===== config.mk =====
export PLATFORM = sky130hd
export DESIGN_NAME = vdp_regs_flat
export DESIGN_NICKNAME = d
export VERILOG_FILES = /design/src/hw/vdp_pkg.sv /design/src/hw/vdp_text_cfg_if.sv /design/src/hw/vdp_regs.sv /design/src/flat_wrapper.sv
export VERILOG_INCLUDE_DIRS = /design/src /design/src/include
export SDC_FILE = /design/constraint.sdc
export NUM_CORES = 1
export LEC_CHECK = 0
export ABC_AREA = 1
export ABC_CLOCK_PERIOD_IN_PS = 1900
export BUFFER_PORTS_ARGS = -buffer_cell sky130_fd_sc_hd__clkbuf_2
export CAP_MARGIN = 20
export CORE_ASPECT_RATIO = 2
export CORE_MARGIN = 4
export CORE_UTILIZATION = 25
export CTS_BUF_LIST = sky130_fd_sc_hd__clkbuf_16
export CTS_CLUSTER_DIAMETER = 30
export DETAILED_ROUTE_END_ITERATION = 7
export HOLD_SLACK_MARGIN = 0.06
export PLACE_DENSITY_LB_ADDON = 0.08
export SLEW_MARGIN = 40
export SYNTH_ARGS = -nofsm -noshare
export SYNTH_HDL_FRONTEND = slang
export SYNTH_SLANG_ARGS = --single-unit

===== constraint.sdc =====
create_clock -name CLK21M -period 1.9 [get_ports CLK21M]
set_input_delay 0.095 -clock CLK21M [delete_from_list [all_inputs] [get_ports CLK21M]]
set_output_delay 0.095 -clock CLK21M [all_outputs]
set_load 0.1 [all_outputs]

===== src/include/vdp_defines.svh =====
// NTSC frame only with 342 dots per line and 262 lines, and no vertical border handling
`ifndef VDP_DEFINES_SVH
`define VDP_DEFINES_SVH

// Dots per scan line, counted in four-clock dot phases
`define VDP_DOTS_PER_LINE 342

// Lines per frame
`define VDP_LINES_PER_FRAME 262

// VRAM byte address width for 128 KiB
`define VDP_VRAM_AW 17

// Bus address width
// Top bit picks the register bank over VRAM
`define VDP_WB_AW 18

// Text control registers behind the bus
`define VDP_NUM_REGS 8

`endif


===== src/hw/vdp_pkg.sv =====
// Shared types only, and the dot phase encoding is fixed by the Gray order 00 01 11 10
`default_nettype none

package vdp_pkg;

    // Four dot phases of one clock each
    typedef enum logic [1:0] {
        DS_ADDR  = 2'b00,
        DS_READ  = 2'b01,
        DS_SET   = 2'b11,
        DS_SHIFT = 2'b10
    } dot_state_e;

    // Decoded screen mode
    typedef enum logic [1:0] {
        TM_OFF,
        TM_TEXT1,
        TM_TEXT2
    } text_mode_e;

    // Six fetch slots of one character group
    typedef enum logic [2:0] {
        SL_COLOR,
        SL_NAME_A,
        SL_GEN_A,
        SL_IDLE,
        SL_NAME_B,
        SL_GEN_B
    } fetch_slot_e;

endpackage

`default_nettype wire


===== src/hw/vdp_text_cfg_if.sv =====
// Register values only, all driven by vdp_regs and held stable between bus writes
`timescale 1ns/1ps
`default_nettype none

interface vdp_text_cfg_if;
    import vdp_pkg::*;

    // Mode and blink clock source
    text_mode_e  mode;
    logic        bl_clks;
    // Colours
    logic [7:0]  frame_col;
    logic [7:0]  blink_col;
    logic [7:0]  blink_period;
    // Table bases
    logic [6:0]  name_base;
    logic [5:0]  gen_base;
    logic [10:0] col_base;

    modport ctrl (
        output mode, bl_clks, frame_col, blink_col, blink_period,
               name_base, gen_base, col_base
    );

    modport view (
        input  mode, bl_clks, frame_col, blink_col, blink_period,
               name_base, gen_base, col_base
    );

endinterface

`default_nettype wire


===== src/hw/vdp_regs.sv =====
// Wishbone classic slave with one ack per cycle, stb must stay high until ack, VRAM is write only
`timescale 1ns/1ps
`default_nettype none
`include "vdp_defines.svh"

module vdp_regs (
    input  logic                    CLK21M,
    input  logic                    RESET,
    input  logic                    wb_cyc,
    input  logic                    wb_stb,
    input  logic                    wb_we,
    input  logic [`VDP_WB_AW-1:0]   wb_adr,
    input  logic [7:0]              wb_dat_w,
    output logic [7:0]              wb_dat_r,
    output logic                    wb_ack,
    output logic                    vram_we,
    output logic [`VDP_VRAM_AW-1:0] vram_wadr,
    output logic [7:0]              vram_wdat,
    vdp_text_cfg_if.ctrl            cfg
);
    import vdp_pkg::*;

    logic [7:0] regs [0:`VDP_NUM_REGS-1];
    logic       take;
    logic       is_reg;
    logic [3:0] reg_idx;

    // ----------------------------------------
    // Bus decode
    // ----------------------------------------
    // New cycle seen, blocked while its ack is out
    assign take    = wb_cyc && wb_stb && !wb_ack;
    assign is_reg  = wb_adr[`VDP_WB_AW-1];
    assign reg_idx = wb_adr[3:0];

    always_ff @(posedge CLK21M or posedge RESET) begin
        if (RESET) begin
            wb_ack   <= 1'b0;
            wb_dat_r <= 8'h00;
            vram_we  <= 1'b0;
            for (int i = 0; i < `VDP_NUM_REGS; i++) begin
                regs[i] <= 8'h00;
            end
        end else begin
            wb_ack  <= take;
            vram_we <= take && wb_we && !is_reg;
            // Read data lines up with ack
            // VRAM range and unused registers read as zero
            if (take && !wb_we) begin
                wb_dat_r <= (is_reg && reg_idx < `VDP_NUM_REGS) ? regs[reg_idx[2:0]] : 8'h00;
            end
            // Register write lands on the ack edge
            if (take && wb_we && is_reg && reg_idx < `VDP_NUM_REGS) begin
                regs[reg_idx[2:0]] <= wb_dat_w;
            end
        end
    end

    // VRAM write payload
    always_ff @(posedge CLK21M) begin
        if (take) begin
            vram_wadr <= wb_adr[`VDP_VRAM_AW-1:0];
            vram_wdat <= wb_dat_w;
        end
    end

    // ----------------------------------------
    // Register fields
    // ----------------------------------------
    always_comb begin
        case (regs[0][3:0])
            4'd1:    cfg.mode = TM_TEXT1;
            4'd2:    cfg.mode = TM_TEXT2;
            default: cfg.mode = TM_OFF;
        endcase
    end

    assign cfg.bl_clks      = regs[0][4];
    assign cfg.name_base    = regs[1][6:0];
    assign cfg.gen_base     = regs[2][5:0];
    // Colour base high bits in register 4
    assign cfg.col_base     = {regs[4][2:0], regs[3]};
    assign cfg.frame_col    = regs[5];
    assign cfg.blink_col    = regs[6];
    assign cfg.blink_period = regs[7];

    // One clock ack
    ap_ack_single: assert property (@(posedge CLK21M) disable iff (RESET)
        wb_ack |=> !wb_ack);

endmodule

`default_nettype wire


===== src/flat_wrapper.sv =====
// flat-port wrapper written by rule: the top's interface ports become plain ports
module vdp_regs_flat import vdp_pkg::*;
  (CLK21M, RESET, wb_cyc, wb_stb, wb_we, wb_adr, wb_dat_w, wb_dat_r, wb_ack, vram_we, vram_wadr, vram_wdat, cfg_mode, cfg_bl_clks, cfg_frame_col, cfg_blink_col, cfg_blink_period, cfg_name_base, cfg_gen_base, cfg_col_base);
  vdp_text_cfg_if cfg_i ();
  input  logic CLK21M;
  input  logic RESET;
  input  logic wb_cyc;
  input  logic wb_stb;
  input  logic wb_we;
  input  logic [`VDP_WB_AW-1:0] wb_adr;
  input  logic [7:0] wb_dat_w;
  output logic [7:0] wb_dat_r;
  output logic wb_ack;
  output logic vram_we;
  output logic [`VDP_VRAM_AW-1:0] vram_wadr;
  output logic [7:0] vram_wdat;
  output wire logic [$bits(cfg_i.mode)-1:0] cfg_mode;
  output wire logic [$bits(cfg_i.bl_clks)-1:0] cfg_bl_clks;
  output wire logic [$bits(cfg_i.frame_col)-1:0] cfg_frame_col;
  output wire logic [$bits(cfg_i.blink_col)-1:0] cfg_blink_col;
  output wire logic [$bits(cfg_i.blink_period)-1:0] cfg_blink_period;
  output wire logic [$bits(cfg_i.name_base)-1:0] cfg_name_base;
  output wire logic [$bits(cfg_i.gen_base)-1:0] cfg_gen_base;
  output wire logic [$bits(cfg_i.col_base)-1:0] cfg_col_base;
  assign cfg_mode = cfg_i.mode;
  assign cfg_bl_clks = cfg_i.bl_clks;
  assign cfg_frame_col = cfg_i.frame_col;
  assign cfg_blink_col = cfg_i.blink_col;
  assign cfg_blink_period = cfg_i.blink_period;
  assign cfg_name_base = cfg_i.name_base;
  assign cfg_gen_base = cfg_i.gen_base;
  assign cfg_col_base = cfg_i.col_base;
  vdp_regs u_core (.CLK21M(CLK21M), .RESET(RESET), .wb_cyc(wb_cyc), .wb_stb(wb_stb), .wb_we(wb_we), .wb_adr(wb_adr), .wb_dat_w(wb_dat_w), .wb_dat_r(wb_dat_r), .wb_ack(wb_ack), .vram_we(vram_we), .vram_wadr(vram_wadr), .vram_wdat(vram_wdat), .cfg(cfg_i));
endmodule

Word level (Yosys, flattened, before mapping)
Index checks and enable logic that the tools add are counted.
Word-level totals
  register bits: 99
  bits of input ports: 31
  output and inout bits: 86
  logic and storage cells: 39
Operators by class
  $lt $le $gt $ge: 3
  equal/unequal tests: 2
  mux-type cells: 8
  bitwise operators: 1
  reduce and logical (&&, ||, !) cells: 12
Operators by type and width (number)
  $bwmux 64: 1
  $mux 8: 4
  $bmux 8 s3: 1
  $demux 8 s3: 1
  $logic_and 1x1->1: 9
  $eq 4x1->1 const B: 1
  $eq 4x2->1 const B: 1
  $ge 4x4->1 const B: 1
  $lt 4x1->1 const B: 1
  $lt 4x4->1 const B: 1
  $not 3->4: 1
  $pmux 2 s2: 1
  $logic_not 1->1: 3

Depth between registers and ports, before layout
Gate-level depths: netlist of the first run.
  depth in word-level cells: 6
  gate-level depth with buffers: 8

Worst setup path before layout of the first run
No wires, ideal clock.
  path kind: register -> output
  from: register u_core.regs[58] (netlist name)
  to: output port cfg_mode[0]
  arrival: 2.505 ns
  data required time: 1.805 ns
  setup slack: -0.700 ns
  cell stages (with the launch flop): 4
  cell sequence: dfrtp_1 inv_1 nand2_1 nor3_1
Between the ends
  cells in the longest elaborated chain, start to end: 2
  elaborated cells on any way between the ends: 3
  classes of those cells: eq/ne (2); mux (1)
RTL lines
  start, declared: line vdp_regs.sv:23  | logic [7:0] regs [0:`VDP_NUM_REGS-1];
  start signal, assigned by index: line vdp_regs.sv:54  | regs[reg_idx[2:0]] <= wb_dat_w;
  $eq 4x2->1 / $eq 4x1->1 (equally long branches): line vdp_regs.sv:71  | case (regs[0][3:0])
  $pmux 2 s2 (*): line vdp_regs.sv:71
  end, declared: line flat_wrapper.sv:17  | output wire logic [$bits(cfg_i.mode)-1:0] cfg_mode;
Every way passes the cells marked *; elsewhere a longest branch is shown, timed or not.

Worst setup path in the final report of the first run
  from: register u_core.regs[59] (netlist name)
  to: output port cfg_mode[1]
The elaborated chain is that of the path after synthesis.

==> results.json, run 1 <==
{
  "drive_above_1_share": 0.2864,
  "slew_headroom": 0.5589,
  "die_h_um": 203.0,
  "cts.clk_slew.worst_paths_ns": 0.07,
  "critPathRequiredTime_ns": 1.80,
  "min_from": "wb_adr[2]",
  "finalSetupViolCount": 0,
  "dr_wl_met2_um": 8987,
  "cp.buffers_inverters": 2,
  "gp_congestion": 0.8386,
  "ff2ff_path_depth": 6,
  "crit_family": "buffers and inverters",
  "grt-ovfl-total": 0,
  "final_common_cell": "nand2_1",
  "row_count": 71,
  "min_to": "u_core.vram_wadr[2]",
  "grtUsageTotal": 0.1454,
  "power_leakage_uw": 0.003008,
  "ir_drop_mv": 0.3489,
  "period_needed_ns": 1.522,
  "clk_latency_ns": 0.35,
  "r2r_end": "u_core.regs[56]",
  "io_buffers": 116,
  "slowest_stage": "dfrtp_1",
  "cts_buffer_depth": 2,
  "synth.yosys.warnings": 0,
  "crit_type": "flop to output port",
  "ys_seq_area_frac": 0.5477,
  "wl_met1_um": 5384,
  "worstMarginPinSlew_ns": 0.6607,
  "syn-num-nets": 570,
  "ys_types": 20,
  "die_x_um": 105.5,
  "r2r-start": "u_core.wb_ack",
  "antenna_found_initial": 0,
  "grt_max_degree": 38,
  "areaGrowthSynthToFinish_pct": 23.12,
  "worstHoldPathType": "primary input to flop",
  "numCtsBuffers": 9,
  "htreeDepth": 3,
  "drtIter0Drc": 148,
  "antenna_cells": 0,
  "nets": 665,
  "syn-cell-area_mm2": 0.004752,
  "cts_tree": "built",
  "end_kind": "output port",
  "rsz0062_at_grt": "no",
  "drtAntennaViolNets": 0,
  "vias": 3707,
  "dr_wl_met3_um": 565,
  "design_area_mm2": 0.005851,
  "final-hold-violation-count": 0,
  "synth.avg_cell_area_um2": 8.816,
  "p_per_area_mw_per_mm2": 970.5,
  "slowest_delay_ns": 0.39,
  "report.power.total_uw": 5678,
  "start_util": 0.2535,
  "grt_pass1_vias": 3779,
  "ios": 117,
  "finClkSkew_ns": 0.007392,
  "first_pass_iters": 4,
  "routedWlPerCell_um": 17.09,
  "grt_pass1_wl_um": 22670,
  "cts_sinks": 99,
  "final_cell_mix": "nand2_1, clkbuf_2, inv_1",
  "via_per_inst": 4.147,
  "synth_cells": 539,
  "path_cells": "inv_1, nand2_1, nor3_1, buf_4",
  "coreArea_mm2": 0.01874,
  "top_layer_used": "met4",
  "max_freq_ghz": 0.6571,
  "synth-seq-cells": 99,
  "drc": 0,
  "clock-root-buffer": "clkbuf_16",
  "wl_um": 15270,
  "crit_path_start_kind": "flop",
  "dpl-instance-area_mm2": 0.005316,
  "dpl.hpwl_um": 11730,
  "drv_slew": 0,
  "status": "finished, final reports clean",
  "crit_path_max_fanout": 2,
  "drv_cap": 0,
  "worst_ep_arrival_time_ns": 1.43,
  "hold_path_depth": 1,
  "worst_hold_slack_ns": 0.1025,
  "post-cts-setup-buffer-count": 0,
  "fin_setup_tns_ns": 0,
  "die_area_mm2": 0.02141,
  "fin_crit_sh": 0.8010,
  "r2r_slack_ns": 0.40
}
-- cells by family after synthesis --
family                 synth area share
AND/OR/NAND/NOR                  0.2027
buffers and inverters            0.1611
flip-flops                       0.5477
AO/OA/AOI/OAI                   0.08847
-- metrics by stage --
step / util / cells / worst slack [ns]
floorplan: - / 539 / -0.7004
global placement: 0.2836 / 853 / 0.4348
detailed placement: 0.2836 / 853 / 0.4113
CTS: 0.3121 / 894 / 0.3488
global route: 0.3121 / 894 / 0.2913
finish: 0.3121 / 894 / 0.3781
-- synthesized netlist by cell type --
cell / instances / area share
inv_1: 75 / 0.059
buf_1: 1 / 0.00079
nor2_2: 5 / 0.0066
inv_2: 5 / 0.0039
buf_4: 48 / 0.076
nor3_1: 2 / 0.0021
nand2_2: 13 / 0.017
buf_6: 4 / 0.0095
o21ai_2: 16 / 0.029
dfrtp_1: 74 / 0.39
o21ai_1: 56 / 0.059
clkbuf_1: 1 / 0.00079
nor2_8: 1 / 0.0042
nand3_1: 32 / 0.034
clkinv_1: 2 / 0.0016
nor2_4: 3 / 0.0071
edfxtp_1: 25 / 0.16
nor2_1: 6 / 0.0047
nand2_1: 161 / 0.13
buf_2: 9 / 0.0095
-- state kept, by name (all words and copies together), names as in the netlist --
signal,cells
u_core.vram_wadr,17
u_core.regs,15
u_core.cfg.col_base,11
u_core.cfg.blink_col,8
u_core.cfg.blink_period,8
u_core.cfg.frame_col,8
u_core.vram_wdat,8
u_core.wb_dat_r,8
u_core.cfg.name_base,7
u_core.cfg.gen_base,6
u_core.cfg.bl_clks,1
u_core.vram_we,1
u_core.wb_ack,1
-- final cells by class --
type | count | area, um^2
fillers | 2018 | 12890
clock buffers | 9 | 225.2
flip-flops and latches | 99 | 2604
clock inverters | 7 | 58.81
inverters | 82 | 311.5
well taps | 255 | 319.1
repair buffers | 147 | 893.4
multi-input cells | 295 | 1439
-- layer usage --
| metal | vias up | global-route usage |
|---|---|---|
| li1 | 1833 | - |
| met1 | 1767 | 0.1417 |
| met2 | 92 | 0.2911 |
| met3 | 15 | 0.02259 |
| met4 | 0 | 0.06531 |
| met5 | - | 0 |
-- report_power, final --
part	internal (uW)	leakage, uW	total [uW]	switching [uW]
sequential	2320	0.00124	2420	102
clock	1010	0.000148	1800	799
combinational	251	0.00162	1450	1200
total	3580	0.00301	5680	2100
-- repair_timing --
item / 4_1_cts / 5_1_grt
hold buffers: 25 / 0
resized for setup: 0 / 0
endpoints found under the hold margin: 43 / 0
-- worst max-delay path by stage --
stage,from,depth (start not counted),endpoint
after floorplan,u_core.regs[58],3,cfg_mode[0]
after global placement,u_core.wb_ack,6,u_core.cfg.frame_col[7]
after detailed placement,u_core.wb_ack,6,u_core.cfg.frame_col[7]
after CTS,u_core.regs[59],4,cfg_mode[0]
after global routing,u_core.wb_ack,6,u_core.cfg.frame_col[5]
final,u_core.regs[59],4,cfg_mode[1]
No activity file was read; power rests on OpenSTA's default activity.
==> inputs of run 2 (changes only) <==
ABC_CLOCK_PERIOD_IN_PS = 1400   (was 1900)
clock period = 1.4 ns   (was 1.9 ns; I/O delays follow)
==> run 2 against run 1 <==
Effect of this change:
- the run now ends with negative setup slack left
- global-route usage about the same
- final cell count is 2.0% higher
- setup slack got worse by 0.41 ns
- utilization increased by 2.6 points
- highest routed layer unchanged
- register-to-register slack got worse by 0.43 ns
- worst hold slack lost 0.016 ns
- non-clock buffer count rose by 18
- design area grew 8.4%
- sequential cell count is the same
- critical path type is now flop to flop
==> results.json, run 2 (synthesis gave the netlist of run 1 again) <==
{
  "status": "complete, but fails checks",
  "violations": "negative setup slack",
  "die_x_um": 105.5,
  "die_area_mm2": 0.02141,
  "routedWlPerCell_um": 16.56,
  "htreeDepth": 3,
  "io_buffers": 116,
  "final_common_cell": "nand2_1",
  "startpoint": "u_core.wb_ack",
  "rsz0062_at_grt": "yes",
  "ios": 117,
  "p_per_area_mw_per_mm2": 1277,
  "fin_setup_tns_ns": -0.1966,
  "start_util": 0.2535,
  "min_from": "wb_adr[2]",
  "first_pass_iters": 4,
  "placedCellCount": 866,
  "power_leakage_uw": 0.003149,
  "areaGrowthSynthToFinish_pct": 33.52,
  "antenna_cells": 0,
  "cts_tree": "built",
  "place_ws_ns": -0.02228,
  "cts.clk_slew.worst_paths_ns": 0.07,
  "ir_drop_mv": 0.4498,
  "grt_max_degree": 37,
  "largest_reg_flops": 17,
  "crit_family": "flip-flops",
  "crit_path_start_kind": "flop",
  "max_freq_ghz": 0.6999,
  "crit_path_max_fanout": 8,
  "nets": 683,
  "slew_headroom": 0.6308,
  "grt-ovfl-total": 0,
  "cpMostUsedCell": "buf_12",
  "path_cells": "nor2_4, nand2_4, nor2_8, buf_12, nand2_8, buf_12, nand2_2, o21ai_2",
  "gp_congestion": 0.8018,
  "cts_buffer_depth": 2,
  "worstMarginPinSlew_ns": 0.5526,
  "finClkSkew_ns": 0.005346,
  "cts_sinks": 99,
  "antenna_found_initial": 0,
  "critPathRequiredTime_ns": 1.62,
  "final_cell_mix": "nand2_1, clkbuf_2, dfrtp_1",
  "fin_ws_ns": -0.02868,
  "clk_latency_ns": 0.35,
  "drtIter0Drc": 126,
  "row_count": 71,
  "die_h_um": 203.0,
  "drive_above_1_share": 0.3349,
  "grt_pass1_wl_um": 23140,
  "coreArea_mm2": 0.01874,
  "wl_um": 15100,
  "fin_cells": 912,
  "finalSetupViolCount": 16,
  "worstHoldPathType": "primary input to flop",
  "dpl.hpwl_um": 11520,
  "fin_crit_sh": 1.020,
  "drv_slew": 0,
  "worst_ep_arrival_time_ns": 1.65,
  "regMostFlops": "u_core.vram_wadr",
  "report.power.total_uw": 8103,
  "numCtsBuffers": 9,
  "drc": 0,
  "end_kind": "flop",
  "grt_pass1_vias": 3875,
  "drv_cap": 0,
  "final-hold-violation-count": 0,
  "slowest_stage": "dfrtp_4",
  "slowest_delay_ns": 0.49,
  "vias": 3644,
  "r2r-start": "u_core.wb_ack",
  "period_needed_ns": 1.429,
  "clock-root-buffer": "clkbuf_16",
  "grtUsageTotal": 0.1454,
  "via_per_inst": 3.996,
  "cp.buffers_inverters": 2,
  "drtAntennaViolNets": 0,
  "crit_type": "flop to flop"
}
run 2: layout make-up:
| cell class | instances | area [um^2] |
|---|---|---|
| clock buffer | 11 | 275.3 |
| sequential | 99 | 2606 |
| multi-input combinational | 295 | 1543 |
| fill | 1980 | 12400 |
| inverter | 82 | 311.5 |
| tap | 255 | 319.1 |
| clock inverter | 5 | 56.30 |
| timing repair buffer | 165 | 1234 |
run 2: routing by layer:
layer	vias up	global-route usage	share of wire
li1	1855	-	-
met3	10	0.02004	0.029
met2	71	0.2820	0.58
met1	1708	0.1556	0.37
met5	-	0	0
met4	0	0.05558	0.015
run 2: where the power goes:
group          total [uW]  switching (uW)  leakage, uW  internal (uW)
Combinational        2080            1630      0.00174            446
Sequential           3290             147      0.00124           3150
Clock                2730            1130     0.000162           1600
run 2: worst reg2reg max path, cell delays in order, from the launching register on:
cell     delay, ns
dfrtp_4       0.49
nor2_4        0.11
nand2_4       0.08
nor2_8        0.13
buf_12        0.16
nand2_8       0.07
buf_12        0.16
nand2_2       0.06
o21ai_2       0.05
run 2: repair_timing:
item | in CTS | in global routing
resized for setup | 4 | 28
setup buffers | 1 | 3
endpoints found under the hold margin | 40 | 0
endpoints found under the setup margin | 40 | 73
gates cloned | 0 | 1
pin swaps | 2 | 2
hold buffers | 25 | 0
run 2: through the flow:
step           hold slack [ns]  area, um^2  utilization
2_1_floorplan           0.1364        4805            -
6_report               0.08631        6345       0.3385
3_3_place_gp            0.1470        5572       0.2972
5_1_grt                0.08295        6345       0.3385
4_1_cts                0.07481        6168       0.3291
3_5_place_dp            0.1390        5572       0.2972
run 2: path summary, 6_finish.rpt:
check | to | slack [ns] | depth (start not counted)
worst max register to register | u_core.regs[28] | -0.03 | 8
worst min register to register | u_core.regs[27] | 0.49 | 2
min in group asynchronous | u_core.cfg.gen_base[3] | 0.30 | 3
worst max-delay path | u_core.regs[28] | -0.03 | 8
max in group asynchronous | u_core.cfg.blink_col[4] | 0.57 | 4
worst min-delay path | u_core.vram_wadr[2] | 0.09 | 1
==> inputs of run 3 (changes only) <==
ABC_CLOCK_PERIOD_IN_PS = 1800   (was 1400)
clock period = 1.8 ns   (was 1.4 ns; I/O delays follow)
==> run 3 against run 2 <==
Effect of this change:
- the flow now finishes without violations
- setup slack improved by 0.35 ns
- total power fell by 26%
- utilization fell by 2.4 points
- register-to-register slack improved by 0.36 ns
- critical path type is now flop to output port
- largest power group unchanged
- highest routed layer unchanged
==> results.json, run 3 (synthesis gave the netlist of run 1 again) <==
{
  "status": "finished, final reports clean",
  "worst_ep_arrival_time_ns": 1.39,
  "numCtsBuffers": 9,
  "slew_headroom": 0.6254,
  "cts_buffer_depth": 2,
  "slowest_delay_ns": 0.38,
  "cts_tree": "built",
  "fin_cells": 895,
  "die_h_um": 203.0,
  "final-hold-violation-count": 0,
  "p_per_area_mw_per_mm2": 1017,
  "rsz0062_at_grt": "no",
  "fin_crit_sh": 0.8200,
  "grtUsageTotal": 0.1470,
  "via_per_inst": 4.072,
  "first_pass_iters": 4,
  "drive_above_1_share": 0.2875,
  "areaGrowthSynthToFinish_pct": 23.99,
  "grt_pass1_wl_um": 23270,
  "die_x_um": 105.5,
  "ios": 117,
  "cp.buffers_inverters": 2,
  "cts.repair.resized": 0,
  "crit_path_start_kind": "flop",
  "finClkSkew_ns": 0.007761,
  "report.power.total_uw": 5990,
  "max_freq_ghz": 0.6775,
  "grt-ovfl-total": 0,
  "path_cells": "inv_1, nand2_1, nor3_1, buf_4",
  "cts_sinks": 99,
  "grt_max_degree": 35,
  "place_ws_ns": 0.3292,
  "final.fill_count": 2025,
  "fin_ws_ns": 0.3239,
  "drtIter0Drc": 163,
  "nets": 666,
  "coreArea_mm2": 0.01874,
  "start_util": 0.2535,
  "routedWlPerCell_um": 17.14,
  "htreeDepth": 3,
  "power_leakage_uw": 0.003009,
  "dpl.hpwl_um": 11730,
  "worstHoldPathType": "primary input to flop",
  "clock-root-buffer": "clkbuf_16",
  "cts.clk_slew.worst_paths_ns": 0.07,
  "regMostFlops": "u_core.vram_wadr",
  "crit_path_max_fanout": 2,
  "worstMarginPinSlew_ns": 0.5612,
  "final_cell_mix": "nand2_1, clkbuf_2, inv_1",
  "crit_family": "buffers and inverters",
  "antenna_cells": 0,
  "io_buffers": 116,
  "finalSetupViolCount": 0,
  "wl_um": 15340,
  "drtAntennaViolNets": 0,
  "slowest_stage": "dfrtp_1",
  "final_util": 0.3143,
  "period_needed_ns": 1.476,
  "die_area_mm2": 0.02141,
  "placedCellCount": 854,
  "final_common_cell": "nand2_1",
  "drc": 0,
  "gp_congestion": 0.7779,
  "grt_pass1_vias": 3869,
  "antenna_found_initial": 0,
  "vias": 3644,
  "end_kind": "output port",
  "row_count": 71,
  "largest_reg_flops": 17,
  "critPathRequiredTime_ns": 1.71,
  "clk_latency_ns": 0.35,
  "drv_cap": 0,
  "ir_drop_mv": 0.3621,
  "crit_type": "flop to output port",
  "drv_slew": 0
}
==> run 3: timing repair <==
item                                   in CTS  in global routing
hold buffers                               25                  0
endpoints found under the hold margin      54                  0
buffers inserted                            0                  0
==> run 3: stage by stage <==
stage	area (um^2)	TNS, ns	hold WS [ns]
2_1_floorplan	4842	-15.41	0.1564
3_3_place_gp	5354	0	0.1137
3_5_place_dp	5354	0	0.1204
4_1_cts	5892	0	0.07250
5_1_grt	5892	0	0.08963
6_report	5892	0	0.07940
==> run 3: metal layers <==
metal	track usage	wire, um	vias to the layer above
met1	0.1496	5461	1738
met3	0.02195	523	11
met4	0.05280	257	0
met2	0.2943	9101	73
met5	0	0	-
li1	-	-	1822
==> run 3: final cells by class <==
cell class	instances	area, um^2	area share
clock buffers	10	250.2	0.04247
clock inverters	6	37.54	0.006371
inverters	82	311.5	0.05288
multi-input cells	295	1444	0.2451
flip-flops and latches	99	2604	0.4419
well taps	255	319.1	0.05415
repair buffers	148	925.9	0.1571
==> run 3: worst paths after layout <==
check / start / end / slack, ns / depth (start not counted)
setup / recovery: u_core.regs[58] / cfg_mode[1] / 0.32 / 4
hold / removal: wb_adr[2] / u_core.vram_wadr[2] / 0.08 / 1
setup reg to reg: u_core.wb_ack / u_core.cfg.frame_col[7] / 0.33 / 6
hold reg to reg: u_core.regs[28] / u_core.regs[28] / 0.49 / 2
max in group asynchronous: RESET / u_core.wb_dat_r[0] / 0.89 / 5
min in group asynchronous: RESET / u_core.cfg.bl_clks / 0.29 / 3
==> run 3: report_power, final <==
group | leakage (uW) | internal (uW) | total (uW) | switching, uW
Sequential | 0.00124 | 2450 | 2550 | 107
Combinational | 0.00163 | 272 | 1540 | 1270
Clock | 0.000135 | 1020 | 1890 | 878
